### src/common/cpu_params.svh
`ifndef CPU_PARAMS_SVH
`define CPU_PARAMS_SVH

// datapath and register file sizing
`define CPU_WORD_W 16
`define CPU_NUM_REGS 8
`define CPU_REG_ADDR_W 3

// instruction field widths
`define CPU_OPCODE_W 3
`define CPU_OP_W 2
`define CPU_SHIFT_W 2
`define CPU_IMM8_W 8

// control encodings
`define CPU_REG_SEL_W 2
`define CPU_STATE_W 4

`endif

### src/common/cpu_pkg.sv
`include "cpu_params.svh"

package cpu_pkg;

  typedef enum logic [`CPU_OPCODE_W-1:0] {
    OPC_ALU  = 3'b101,
    OPC_MOVE = 3'b110
  } opcode_t;

  typedef enum logic [`CPU_OP_W-1:0] {
    ADD = 2'b00,
    CMP = 2'b01,
    AND = 2'b10,
    MVN = 2'b11
  } alu_op_t;

  // under the move opcode the op field picks the move form
  localparam alu_op_t MOV_REG = ADD;
  localparam alu_op_t MOV_IMM = AND;

  typedef enum logic [`CPU_SHIFT_W-1:0] {
    SH_NONE = 2'b00,
    SH_LSL  = 2'b01,
    SH_LSR  = 2'b10,
    SH_ASR  = 2'b11
  } shift_t;

  typedef enum logic [`CPU_REG_SEL_W-1:0] {
    SEL_RM   = 2'b00,
    SEL_RD   = 2'b01,
    SEL_RN   = 2'b10,
    SEL_NONE = 2'b11
  } reg_sel_t;

  typedef enum logic [`CPU_STATE_W-1:0] {
    WAIT,
    DECODE,
    WRITE_IMM,
    GET_A,
    GET_B,
    EXEC,
    WRITE_REG
  } state_t;

  // register-register form
  typedef struct packed {
    opcode_t                    opcode;
    alu_op_t                    op;
    logic [`CPU_REG_ADDR_W-1:0] rn;
    logic [`CPU_REG_ADDR_W-1:0] rd;
    shift_t                     shift;
    logic [`CPU_REG_ADDR_W-1:0] rm;
  } instr_alu_t;

  // move immediate form
  typedef struct packed {
    opcode_t                    opcode;
    alu_op_t                    op;
    logic [`CPU_REG_ADDR_W-1:0] rn;
    logic [`CPU_IMM8_W-1:0]     imm8;
  } instr_imm_t;

  typedef union packed {
    instr_alu_t alu;
    instr_imm_t imm;
  } instr_t;

endpackage

### src/source/instr_decoder.sv
`include "cpu_params.svh"

module instr_decoder (
  input  logic                       clk,
  input  logic                       load_ir,
  input  cpu_pkg::instr_t            instr,
  input  cpu_pkg::reg_sel_t          reg_sel,
  output cpu_pkg::opcode_t           opcode,
  output cpu_pkg::alu_op_t           op,
  output cpu_pkg::shift_t            shift,
  output logic [`CPU_REG_ADDR_W-1:0] rf_addr,
  output logic [`CPU_WORD_W-1:0]     sximm8
);

  import cpu_pkg::*;

  localparam int EXT_W = `CPU_WORD_W - `CPU_IMM8_W;

  instr_t ir;

  // instruction register, held for the whole instruction
  always_ff @(posedge clk)
  begin
    if (load_ir)
    begin
      ir <= instr;
    end
  end

  // opcode and op sit at the same place in both forms
  assign opcode = ir.alu.opcode;
  assign op     = ir.alu.op;
  assign shift  = ir.alu.shift;

  // imm8 only means something under the move immediate form
  assign sximm8 = {{EXT_W{ir.imm.imm8[`CPU_IMM8_W-1]}}, ir.imm.imm8};

  // one index serves both read and write
  always_comb
  begin
    case (reg_sel)
      SEL_RM:
        rf_addr = ir.alu.rm;
      SEL_RD:
        rf_addr = ir.alu.rd;
      SEL_RN:
        rf_addr = ir.imm.rn;
      default:
        rf_addr = '0;
    endcase
  end

endmodule

### src/controller/cpu_controller.sv
module cpu_controller (
  input  logic              clk,
  input  logic              rst_n,
  input  logic              start,
  input  cpu_pkg::opcode_t  opcode,
  input  cpu_pkg::alu_op_t  op,
  output logic              waiting,
  output logic              load_ir,
  output cpu_pkg::reg_sel_t reg_sel,
  output logic              w_en,
  output logic              wb_sel,
  output logic              en_a,
  output logic              en_b,
  output logic              en_c,
  output logic              en_status,
  output logic              zero_a
);

  import cpu_pkg::*;

  state_t state;
  state_t state_next;

  logic is_alu;
  logic is_cmp;
  logic skip_a;

  assign is_alu = (opcode == OPC_ALU);
  assign is_cmp = is_alu && (op == CMP);

  // move reg and MVN have no first operand
  assign skip_a = (opcode == OPC_MOVE) || (is_alu && (op == MVN));

  always_ff @(posedge clk)
  begin
    if (!rst_n)
    begin
      state <= WAIT;
    end
    else
    begin
      state <= state_next;
    end
  end

  always_comb
  begin
    state_next = state;
    case (state)
      WAIT:
      begin
        if (start)
          state_next = DECODE;
      end
      DECODE:
      begin
        case (opcode)
          OPC_MOVE:
          begin
            if (op == MOV_IMM)
              state_next = WRITE_IMM;
            else if (op == MOV_REG)
              state_next = GET_B;
            else
              state_next = WAIT;
          end
          OPC_ALU:
            state_next = skip_a ? GET_B : GET_A;
          // unknown opcode, nothing to do
          default:
            state_next = WAIT;
        endcase
      end
      WRITE_IMM:
        state_next = WAIT;
      GET_A:
        state_next = GET_B;
      GET_B:
        state_next = EXEC;
      EXEC:
        // CMP only touches the flags
        state_next = is_cmp ? WAIT : WRITE_REG;
      WRITE_REG:
        state_next = WAIT;
      default:
        state_next = WAIT;
    endcase
  end

  always_comb
  begin
    waiting   = 1'b0;
    load_ir   = 1'b0;
    reg_sel   = SEL_NONE;
    w_en      = 1'b0;
    wb_sel    = 1'b0;
    en_a      = 1'b0;
    en_b      = 1'b0;
    en_c      = 1'b0;
    en_status = 1'b0;
    zero_a    = 1'b0;
    case (state)
      WAIT:
      begin
        waiting = 1'b1;
        load_ir = start;
      end
      WRITE_IMM:
      begin
        // write sximm8 into rn
        reg_sel = SEL_RN;
        wb_sel  = 1'b1;
        w_en    = 1'b1;
      end
      GET_A:
      begin
        reg_sel = SEL_RN;
        en_a    = 1'b1;
      end
      GET_B:
      begin
        reg_sel = SEL_RM;
        en_b    = 1'b1;
      end
      EXEC:
      begin
        // CMP leaves C alone
        en_c      = !is_cmp;
        en_status = is_alu;
        zero_a    = skip_a;
      end
      WRITE_REG:
      begin
        reg_sel = SEL_RD;
        w_en    = 1'b1;
      end
      default:
      begin
        reg_sel = SEL_NONE;
      end
    endcase
  end

endmodule

### src/datapath/regfile.sv
`include "cpu_params.svh"

module regfile (
  input  logic                       clk,
  input  logic                       w_en,
  input  logic [`CPU_REG_ADDR_W-1:0] addr,
  input  logic [`CPU_WORD_W-1:0]     w_data,
  output logic [`CPU_WORD_W-1:0]     r_data
);

  logic [`CPU_WORD_W-1:0] regs [`CPU_NUM_REGS];

  always_ff @(posedge clk)
  begin
    if (w_en)
    begin
      regs[addr] <= w_data;
    end
  end

  // asynchronous read, same index as the write
  assign r_data = regs[addr];

endmodule

### src/datapath/alu.sv
`include "cpu_params.svh"

module alu (
  input  logic [`CPU_WORD_W-1:0] a,
  input  logic [`CPU_WORD_W-1:0] b_raw,
  input  cpu_pkg::shift_t        shift,
  input  cpu_pkg::alu_op_t       op,
  output logic [`CPU_WORD_W-1:0] result,
  output logic                   z,
  output logic                   n,
  output logic                   v
);

  import cpu_pkg::*;

  localparam int MSB = `CPU_WORD_W - 1;

  logic [`CPU_WORD_W-1:0] b;

  // shifter in front of the B input
  always_comb
  begin
    case (shift)
      SH_LSL:
        b = {b_raw[MSB-1:0], 1'b0};
      SH_LSR:
        b = {1'b0, b_raw[MSB:1]};
      SH_ASR:
        b = {b_raw[MSB], b_raw[MSB:1]};
      default:
        b = b_raw;
    endcase
  end

  always_comb
  begin
    v = 1'b0;
    case (op)
      ADD:
      begin
        result = a + b;
        // same operand signs, result sign differs
        v = (a[MSB] == b[MSB]) && (result[MSB] != a[MSB]);
      end
      CMP:
      begin
        result = a - b;
        v = (a[MSB] != b[MSB]) && (result[MSB] != a[MSB]);
      end
      AND:
        result = a & b;
      default:
        result = ~b;
    endcase
  end

  assign z = (result == '0);
  assign n = result[MSB];

endmodule

### src/datapath/datapath.sv
`include "cpu_params.svh"

module datapath (
  input  logic                       clk,
  input  logic                       w_en,
  input  logic                       wb_sel,
  input  logic                       en_a,
  input  logic                       en_b,
  input  logic                       en_c,
  input  logic                       en_status,
  input  logic                       zero_a,
  input  cpu_pkg::alu_op_t           op,
  input  cpu_pkg::shift_t            shift,
  input  logic [`CPU_REG_ADDR_W-1:0] rf_addr,
  input  logic [`CPU_WORD_W-1:0]     sximm8,
  output logic [`CPU_WORD_W-1:0]     out,
  output logic                       z,
  output logic                       n,
  output logic                       v
);

  logic [`CPU_WORD_W-1:0] w_data;
  logic [`CPU_WORD_W-1:0] r_data;
  logic [`CPU_WORD_W-1:0] a_reg;
  logic [`CPU_WORD_W-1:0] b_reg;
  logic [`CPU_WORD_W-1:0] c_reg;
  logic [`CPU_WORD_W-1:0] alu_a;
  logic [`CPU_WORD_W-1:0] alu_result;
  logic                   alu_z;
  logic                   alu_n;
  logic                   alu_v;

  // write-back source, 1 selects the immediate
  assign w_data = wb_sel ? sximm8 : c_reg;

  regfile regfile_i (
    .clk    (clk),
    .w_en   (w_en),
    .addr   (rf_addr),
    .w_data (w_data),
    .r_data (r_data)
  );

  // operand and result registers
  always_ff @(posedge clk)
  begin
    if (en_a)
      a_reg <= r_data;
    if (en_b)
      b_reg <= r_data;
    if (en_c)
      c_reg <= alu_result;
  end

  // single operand ops see zero on A
  assign alu_a = zero_a ? '0 : a_reg;

  alu alu_i (
    .a      (alu_a),
    .b_raw  (b_reg),
    .shift  (shift),
    .op     (op),
    .result (alu_result),
    .z      (alu_z),
    .n      (alu_n),
    .v      (alu_v)
  );

  always_ff @(posedge clk)
  begin
    if (en_status)
    begin
      z <= alu_z;
      n <= alu_n;
      v <= alu_v;
    end
  end

  assign out = c_reg;

endmodule

### src/source/cpu_top.sv
`include "cpu_params.svh"

module cpu_top (
  input  logic                   clk,
  input  logic                   rst_n,
  input  logic                   start,
  input  cpu_pkg::instr_t        instr,
  output logic                   waiting,
  output logic [`CPU_WORD_W-1:0] out,
  output logic                   z,
  output logic                   n,
  output logic                   v
);

  import cpu_pkg::*;

  // decoder <-> controller
  logic     load_ir;
  reg_sel_t reg_sel;
  opcode_t  opcode;
  alu_op_t  op;
  shift_t   shift;

  // decoder -> datapath
  logic [`CPU_REG_ADDR_W-1:0] rf_addr;
  logic [`CPU_WORD_W-1:0]     sximm8;

  // controller -> datapath
  logic w_en;
  logic wb_sel;
  logic en_a;
  logic en_b;
  logic en_c;
  logic en_status;
  logic zero_a;

  instr_decoder decoder_i (
    .clk     (clk),
    .load_ir (load_ir),
    .instr   (instr),
    .reg_sel (reg_sel),
    .opcode  (opcode),
    .op      (op),
    .shift   (shift),
    .rf_addr (rf_addr),
    .sximm8  (sximm8)
  );

  cpu_controller controller_i (
    .clk       (clk),
    .rst_n     (rst_n),
    .start     (start),
    .opcode    (opcode),
    .op        (op),
    .waiting   (waiting),
    .load_ir   (load_ir),
    .reg_sel   (reg_sel),
    .w_en      (w_en),
    .wb_sel    (wb_sel),
    .en_a      (en_a),
    .en_b      (en_b),
    .en_c      (en_c),
    .en_status (en_status),
    .zero_a    (zero_a)
  );

  datapath datapath_i (
    .clk       (clk),
    .w_en      (w_en),
    .wb_sel    (wb_sel),
    .en_a      (en_a),
    .en_b      (en_b),
    .en_c      (en_c),
    .en_status (en_status),
    .zero_a    (zero_a),
    .op        (op),
    .shift     (shift),
    .rf_addr   (rf_addr),
    .sximm8    (sximm8),
    .out       (out),
    .z         (z),
    .n         (n),
    .v         (v)
  );

endmodule

### config.mk
export PLATFORM = sky130hd
export DESIGN_NAME = cpu_top
export DESIGN_NICKNAME = d
export VERILOG_FILES = /design/src/common/cpu_pkg.sv /design/src/source/instr_decoder.sv /design/src/controller/cpu_controller.sv /design/src/datapath/regfile.sv /design/src/datapath/alu.sv /design/src/datapath/datapath.sv /design/src/source/cpu_top.sv
export VERILOG_INCLUDE_DIRS = /design/src /design/src/common
export SDC_FILE = /design/constraint.sdc
export NUM_CORES = 1
export LEC_CHECK = 0
export BUFFER_PORTS_ARGS = -buffer_cell sky130_fd_sc_hd__buf_2
export CORE_MARGIN = 1.5
export CORE_UTILIZATION = 62
export DETAILED_ROUTE_END_ITERATION = 10
export PLACE_DENSITY = 0.83
export RECOVER_POWER = 50
export REMOVE_ABC_BUFFERS = 1
export SYNTH_ARGS = -nofsm -noshare
export SYNTH_HDL_FRONTEND = slang
export SYNTH_SLANG_ARGS = --single-unit
### constraint.sdc
create_clock -name clk -period 4.37 [get_ports clk]
set_input_delay 0.6555 -clock clk [delete_from_list [all_inputs] [get_ports clk]]
set_output_delay 0.6555 -clock clk [all_outputs]
set_load 0.01 [all_outputs]
== Word-level counts from Yosys, hierarchy flattened ==
Memory sizes are Yosys's and may differ from the RTL's.
Cells that the tools add are included.
Widths: inputs -> output; s select.

* Register bits after elaboration: 71
* RAM bits: 128
* Output and inout port bits: 20
* Logic and storage cells: 71
* Memories: 1

* $add $sub $neg: 2
* Eq/ne operators: 21
* Muxes and demuxes: 25
* Bitwise operators: 2
* Reduce and logical (&&, ||, !) cells: 12

{| class="wikitable"
|+ Memory list
! name !! depth !! bits a word !! read ports !! clocked after Yosys merged registers in !! write ports !! RTL line !! source
|-
| datapath_i.regfile_i.regs || 8 || 16 || 1 || 0 || 1 || regfile.sv:11 || <nowiki>logic [`CPU_WORD_W-1:0] regs [`CPU_NUM_REGS];</nowiki>
|}

{| class="wikitable"
|+ Operators by type and width
! kind !! number
|-
| $pmux 16 s3 || 2
|-
| $mux 16 || 2
|-
| $pmux 4 s5 || 1
|-
| $add 16x16->16 || 1
|-
| $and 16x16->16 || 1
|-
| $logic_not 16->1 || 1
|-
| $not 16->16 || 1
|-
| $sub 16x16->16 || 1
|-
| $eq 4x3->1 const B || 3
|-
| $mux 1 || 11
|-
| $eq 2x2->1 const B || 5
|-
| $mux 3 || 3
|-
| $pmux 3 s3 || 1
|-
| $eq 4x2->1 const B || 2
|-
| $mux 4 || 2
|-
| $pmux 4 s2 || 1
|-
| $eq 2x1->1 const B || 3
|-
| $eq 3x3->1 const B || 2
|-
| $pmux 2 s3 || 1
|-
| $eq 4x1->1 const B || 1
|-
| $logic_and 1x1->1 || 4
|-
| $logic_not 2->1 || 2
|-
| $logic_not 4->1 || 1
|-
| $reduce_or 2->1 || 2
|-
| 6 further kinds || 8
|}

== Depth between registers and ports, before layout ==
* Depth after elaboration: 9
* Gate-level depth with buffers: 16
* Gate-level depth less buffers: 16

== Hierarchy ==
Synthesis repeated with hierarchy kept, for this count alone.

* Cells, all modules: 728
* Area, all modules: 10,179.8 sq um

{| class="wikitable"
|+ By module, submodules not included
! module !! times used !! cells each !! area an instance (sq um) !! seq. area each (sq um)
|-
| regfile || 1 || 222 || 4,972.3 || 3,843.7
|-
| alu || 1 || 334 || 2,273.4 || 0.0
|-
| datapath || 1 || 86 || 1,899.3 || 1,531.5
|-
| instr_decoder || 1 || 46 || 715.7 || 480.5
|-
| cpu_controller || 1 || 40 || 319.1 || 60.1
|}

== Least setup slack after synthesis ==
Ideal clock, no wire load.

* Kind: reg-to-reg
* Start: register decoder_i.ir[14] in the netlist's numbering
* End: register datapath_i.z (data pin)
* Arrival: 3.465 ns
* Path slack: 0.643 ns
* Cell stages (with the launch flop): 15
* Path buffers: 1
* Cell sequence: edfxtp_1 nor2b_1 nand3_1 a211oi_1 clkbuf_1 nor2b_1 ha_1 inv_1 a2111oi_4 a2111oi_0 o41ai_1 o311ai_1 xor2_1 a31oi_1 nor4_2

* Word-level cells in the longest chain between the ends: 8
* Elaborated cells on any way between the ends: 11
* Classes of those cells: add/sub (2); eq/ne (2); mux (3); bitwise (1); reduce/logical (3)

{| class="wikitable"
|+ Ends and longest elaborated chain
! what !! RTL line !! source
|-
| start: declaration || instr_decoder.sv:19 || <nowiki>instr_t ir;</nowiki>
|-
| start signal: assignment || instr_decoder.sv:26 || <nowiki>ir <= instr;</nowiki>
|-
| $eq 3x3->1 || cpu_controller.sv:28 || <nowiki>assign is_alu = (opcode == OPC_ALU);</nowiki>
|-
| $logic_and 1x1->1 || cpu_controller.sv:32 || <nowiki>assign skip_a = (opcode == OPC_MOVE) || (is_alu && (op == MVN));</nowiki>
|-
| $logic_or 1x1->1 * || cpu_controller.sv:32 ||
|-
| $mux 1 * || cpu_controller.sv:102 || <nowiki>case (state)</nowiki>
|-
| $mux 16 * || datapath.sv:56 || <nowiki>assign alu_a = zero_a ? '0 : a_reg;</nowiki>
|-
| $sub 16x16->16, or another cell as far along || alu.sv:47 || <nowiki>result = a - b;</nowiki>
|-
| $pmux 16 s3 * || alu.sv:38 || <nowiki>case (op)</nowiki>
|-
| $logic_not 16->1 * || alu.sv:57 || <nowiki>assign z = (result == '0);</nowiki>
|-
| via datapath_i.alu_i.z || alu.sv:9 || <nowiki>output logic z,</nowiki>
|-
| end signal: assignment || datapath.sv:73 || <nowiki>z <= alu_z;</nowiki>
|-
| end: declaration || datapath.sv:17 || <nowiki>output logic z,</nowiki>
|}

The timed path passes the listed nets; every way through them passes the cells marked *.
A chain may end at the register's enable or synchronous reset.

== Worst setup path in the final report ==
Same ends and word-level chain as after synthesis.

==> impl_metrics.yaml <==
synth:
  syn-mean-instance-area_sq_um: 10.8
  yosys.cell_count.top_type: "sky130_fd_sc_hd__nand2_1"
  synth.yosys.seq_area_share_pct: 59.2
  synth_top_cells_by_count: "sky130_fd_sc_hd__nand2_1 (200), sky130_fd_sc_hd__edfxtp_1 (195), sky130_fd_sc_hd__nand3_1 (84), sky130_fd_sc_hd__o21ai_0 (50), sky130_fd_sc_hd__clkbuf_1 (40)"
  top_reg_cell_synth: "sky130_fd_sc_hd__edfxtp_1"
  syn_area_sq_um: 9990
  synth.distinct_cells: 64
  synth_top_family_by_area: "simple AND/OR/NAND/NOR gates"
  synthXorXnorAreaFrac_pct: 0.877
  synth_largest_area_cell: "sky130_fd_sc_hd__edfxtp_1"
  synth-simple-area-share_pct: 17.6
  synth_seq_cells: 198
  synth_async_reset_ratio_pct: 0
  netlist_top_cells_area: "sky130_fd_sc_hd__edfxtp_1 (59%), sky130_fd_sc_hd__nand2_1 (7.5%), sky130_fd_sc_hd__nand3_1 (4.2%)"
  synth-warning-count: 0
  synth_mux_area_share_pct: 2.87
  synth_compound_gate_area_share_pct: 11.5
  synth_top_cell_area_share_pct: 58.6
  synth-adder-area-share_pct: 4.41
  synthesis.instances: 922
  synth_enable_flop_cells: 195
floorplan:
  die_span_in_x_um: 130
  num_rows: 46
  die_area_sq_um: 16900
  die-height_um: 130
  floorplan.core_area_sq_um: 15800
  start_util_pct: 63.1
  ios: 39
finish:
  top_register: "datapath_i.regfile_i.regs"
  finish.utilization_pct: 69.5
  fill_cells: 1095
  final_cells: 1180
  ratio_of_cells_with_drive_above_1_in_the_final_layout_pct: 9.13
  n_antenna_cell: 0
  largest_register_ffs: 128
  area_growth_syn_to_layout_pct: 10.2
  fin_nets: 1005
route:
  drt-total-wl_mm: 22.6
  first_iter_violations: 844
  drt_first_pass_iters: 5
  vias_per_cell: 6.11
  post_drt_wl_per_cell_um: 19.1
  detailroute.via_count: 7213
  ant_nets: 0
  remaining_drc_errors: 0
min_path:
  min_delay_path_class: "input pin to flop"
power_and_ir_drop:
  power.share.clock_pct: 38.6
  sw_frac_of_total_pct: 23.7
  total_power_consumption_of_the_routed_design_w: 0.00394
  share_of_total_power_in_combinational_logic_pct: 8.1
  int_pwr_w: 0.00301
  powerDensity_nw_per_um2: 358
  max-vdd-ir-drop_uv: 454
  sequential_group_share_of_total_power_pct: 53.2
  total_leakage_power_nw: 4.10
  p_sw_w: 0.000935
critical_path:
  critical-path-top-cell-by-count: "sky130_fd_sc_hd__nor2b_1"
  critical_path_buf_inv_count: 2
  timing.critical_path.from_type: "flop"
  endpoint_kind: "flop"
  critical_path.top_delay_family: "compound AO/OA/AOI/OAI gates"
  crit_path_cell_trace: "nor2b_1 > nand3_1 > a211oi_2 > buf_4 > nor2b_1 > ha_1 > inv_1 > a2111oi_4 > a2111oi_0 > o41ai_1 > o311ai_1 > xor2_1 > a31oi_1 > nor4_2"
  worst_r2r_endpoint: "datapath_i.z"
  endpoint_of_the_worst_setup_timing_path: "datapath_i.z"
  worst_path_max_delay_cell: "sky130_fd_sc_hd__a2111oi_4"
  worstPathArrival_ns: 4.30
  cp.required_ns: 4.55
  r2r_slack_ns: 0.25
  worst-r2r-cell-count: 14
  critPathLaunch: "decoder_i.ir[14]"
  crit_path_cell_count: 14
  slowest_delay_ns: 0.49
  path_max_fanout: 13
  criticalPathCategory: "flop to flop"
  reg2reg_start: "decoder_i.ir[14]"
timing:
  clock_skew_ns: 0.0135
  finalSetupViolations: 0
  report.final.slew_viol_count: 0
  max_clock_freq_ghz: 0.243
  final.period_utilization_pct: 94.3
  worst_slew_pin_slew_ns: 1.37
  slew_headroom_pct: 8.97
  rsz_0062_raised_after_global_routing: "false"
  hold_viol: 0
  finalCriticalPeriod_ns: 4.12
global_routing:
  global_route.usage.met1_pct: 37.3
  maximum_number_of_pins_on_one_net_before_global_route_repair: 59
  initial_antenna_violation_count: 0
  grt_busiest_layer: "met2"
  grt_util_all_layers_pct: 28.1
  gr-usage-met3_pct: 6.07
  grt_overflow_total: 0
  globalRouteMet2Util_pct: 46.7
  grt_pass1_wl_mm: 35.5
  grt_pass1_vias: 6890
clock_tree:
  clk-insertion-delay-late_ns: 0.43
  post_cts_buffers: 0
  ctsRootBufferMaster: "sky130_fd_sc_hd__clkbuf_16"
  cts_hold_buffers: 0
  h_tree_depth_reported_by_cts: 4
  cts-buffers-inserted: 17
  clk_pin_slew_ns: 0.08
  cts-root-to-sink-buffers: 2
  clkSinkCount: 198
  postCtsResizedCells: 0
  tritoncts: "built"
run:
  drv.max_cap_violation_count: 0
placed_design:
  gp_routability_congestion: 0.930
  post-place-cells: 1149
  port-buffer-count: 38
  hpwlAfterDp_mm: 15.1
run_status:
  run_status: "finished, final reports clean"
-- metrics by stage --
stage / cell area (sq um) / hold slack [ns] / setup TNS [ns] / setup slack (ns)
after floorplan: 9780 / 0.511 / -9.58 / -0.341
after global placement: 10500 / 0.553 / 0 / 0.322
after detailed placement: 10500 / 0.577 / 0 / 0.231
after CTS: 11000 / 0.382 / 0 / 0.202
after global routing: 11000 / 0.377 / 0 / 0.0154
final: 11000 / 0.394 / 0 / 0.250
-- logic make-up (layout without fill, tap and decap cells) --
logic type               Yosys count  after routing
AO/OA/AOI/OAI                    174            174
XOR/XNOR                          10             10
adder cells (fa/ha/maj)           34             34
buffers and inverters             89            131
flip-flops                       198            198
multiplexers                      27             27
AND/OR/NAND/NOR                  390            390
-- layer usage --
layer  vias up  routed length [um]
li1       3397                   -
met1      3429                9370
met2       339               11100
met3        48                1730
met4         0                 422
met5         -                   0
-- how the worst min path moves through the flow --
stage	slack, ns	from	depth (start not counted)	to
finish	0.39	instr[11]	1	decoder_i.ir[11]
global placement	0.55	controller_i.state[0]	1	controller_i.state[0]
floorplan	0.51	controller_i.state[0]	1	controller_i.state[0]
detailed placement	0.58	controller_i.state[0]	1	controller_i.state[0]
global route	0.38	instr[13]	1	decoder_i.ir[13]
CTS	0.38	instr[5]	1	decoder_i.ir[5]
-- power by group through the flow --
stage	Sequential [W]	Combinational [W]	Clock, W
5_1_grt	0.00210	0.000353	0.00160
6_report	0.00210	0.000321	0.00152
4_1_cts	0.00210	0.000315	0.00153
3_3_place_gp	0.00214	0.000308	0
3_5_place_dp	0.00214	0.000311	0
2_1_floorplan	0.00215	0.000210	0
-- worst reg2reg max path: cells and delay by family, from the launching register on --
family                   cells  cell delay, ns
XOR/XNOR                     1            0.19
flip-flops                   1            0.39
adder cells (fa/ha/maj)      1            0.38
AO/OA/AOI/OAI                6            1.92
AND/OR/NAND/NOR              4            0.58
buffers and inverters        2            0.40
-- cell type report --
| type | count | area [sq um] | share of cell area (%) |
|---|---|---|---|
| inverters | 38 | 143 | 1.30 |
| clock buffers | 17 | 425 | 3.87 |
| well taps | 216 | 270 | 2.46 |
| repair buffers | 62 | 334 | 3.04 |
| flip-flops and latches | 198 | 5920 | 53.8 |
| multi-input cells | 635 | 3770 | 34.3 |
| clock inverters | 14 | 146 | 1.33 |
-- cell usage in the layout, fill, tap and decap left out, types with 4 or more instances in the layout --
| cell type | Yosys | routed |
|---|---|---|
| sky130_fd_sc_hd__nor2b_1 | 24 | 24 |
| sky130_fd_sc_hd__edfxtp_1 | 195 | 195 |
| sky130_fd_sc_hd__inv_6 | 0 | 4 |
| sky130_fd_sc_hd__o31ai_1 | 4 | 4 |
| sky130_fd_sc_hd__a31oi_1 | 6 | 5 |
| sky130_fd_sc_hd__o211ai_1 | 11 | 11 |
| sky130_fd_sc_hd__a21oi_1 | 34 | 32 |
| sky130_fd_sc_hd__buf_2 | 4 | 18 |
| sky130_fd_sc_hd__buf_4 | 0 | 21 |
| sky130_fd_sc_hd__nor2_1 | 35 | 35 |
| sky130_fd_sc_hd__mux2i_1 | 23 | 23 |
| sky130_fd_sc_hd__nand2_1 | 200 | 200 |
| sky130_fd_sc_hd__nor3_2 | 0 | 4 |
| sky130_fd_sc_hd__clkbuf_16 | 0 | 17 |
| sky130_fd_sc_hd__nand3_1 | 84 | 84 |
| sky130_fd_sc_hd__xnor2_1 | 7 | 7 |
| sky130_fd_sc_hd__o21ai_0 | 50 | 48 |
| sky130_fd_sc_hd__nor3_1 | 14 | 10 |
| sky130_fd_sc_hd__clkbuf_1 | 40 | 23 |
| sky130_fd_sc_hd__o21ai_1 | 3 | 4 |
| sky130_fd_sc_hd__a21o_1 | 18 | 17 |
| sky130_fd_sc_hd__a211oi_1 | 12 | 11 |
| sky130_fd_sc_hd__nand2b_1 | 8 | 8 |
| sky130_fd_sc_hd__inv_1 | 37 | 37 |
| sky130_fd_sc_hd__ha_1 | 32 | 32 |
Note: power is estimated with default switching activity, not from simulation.
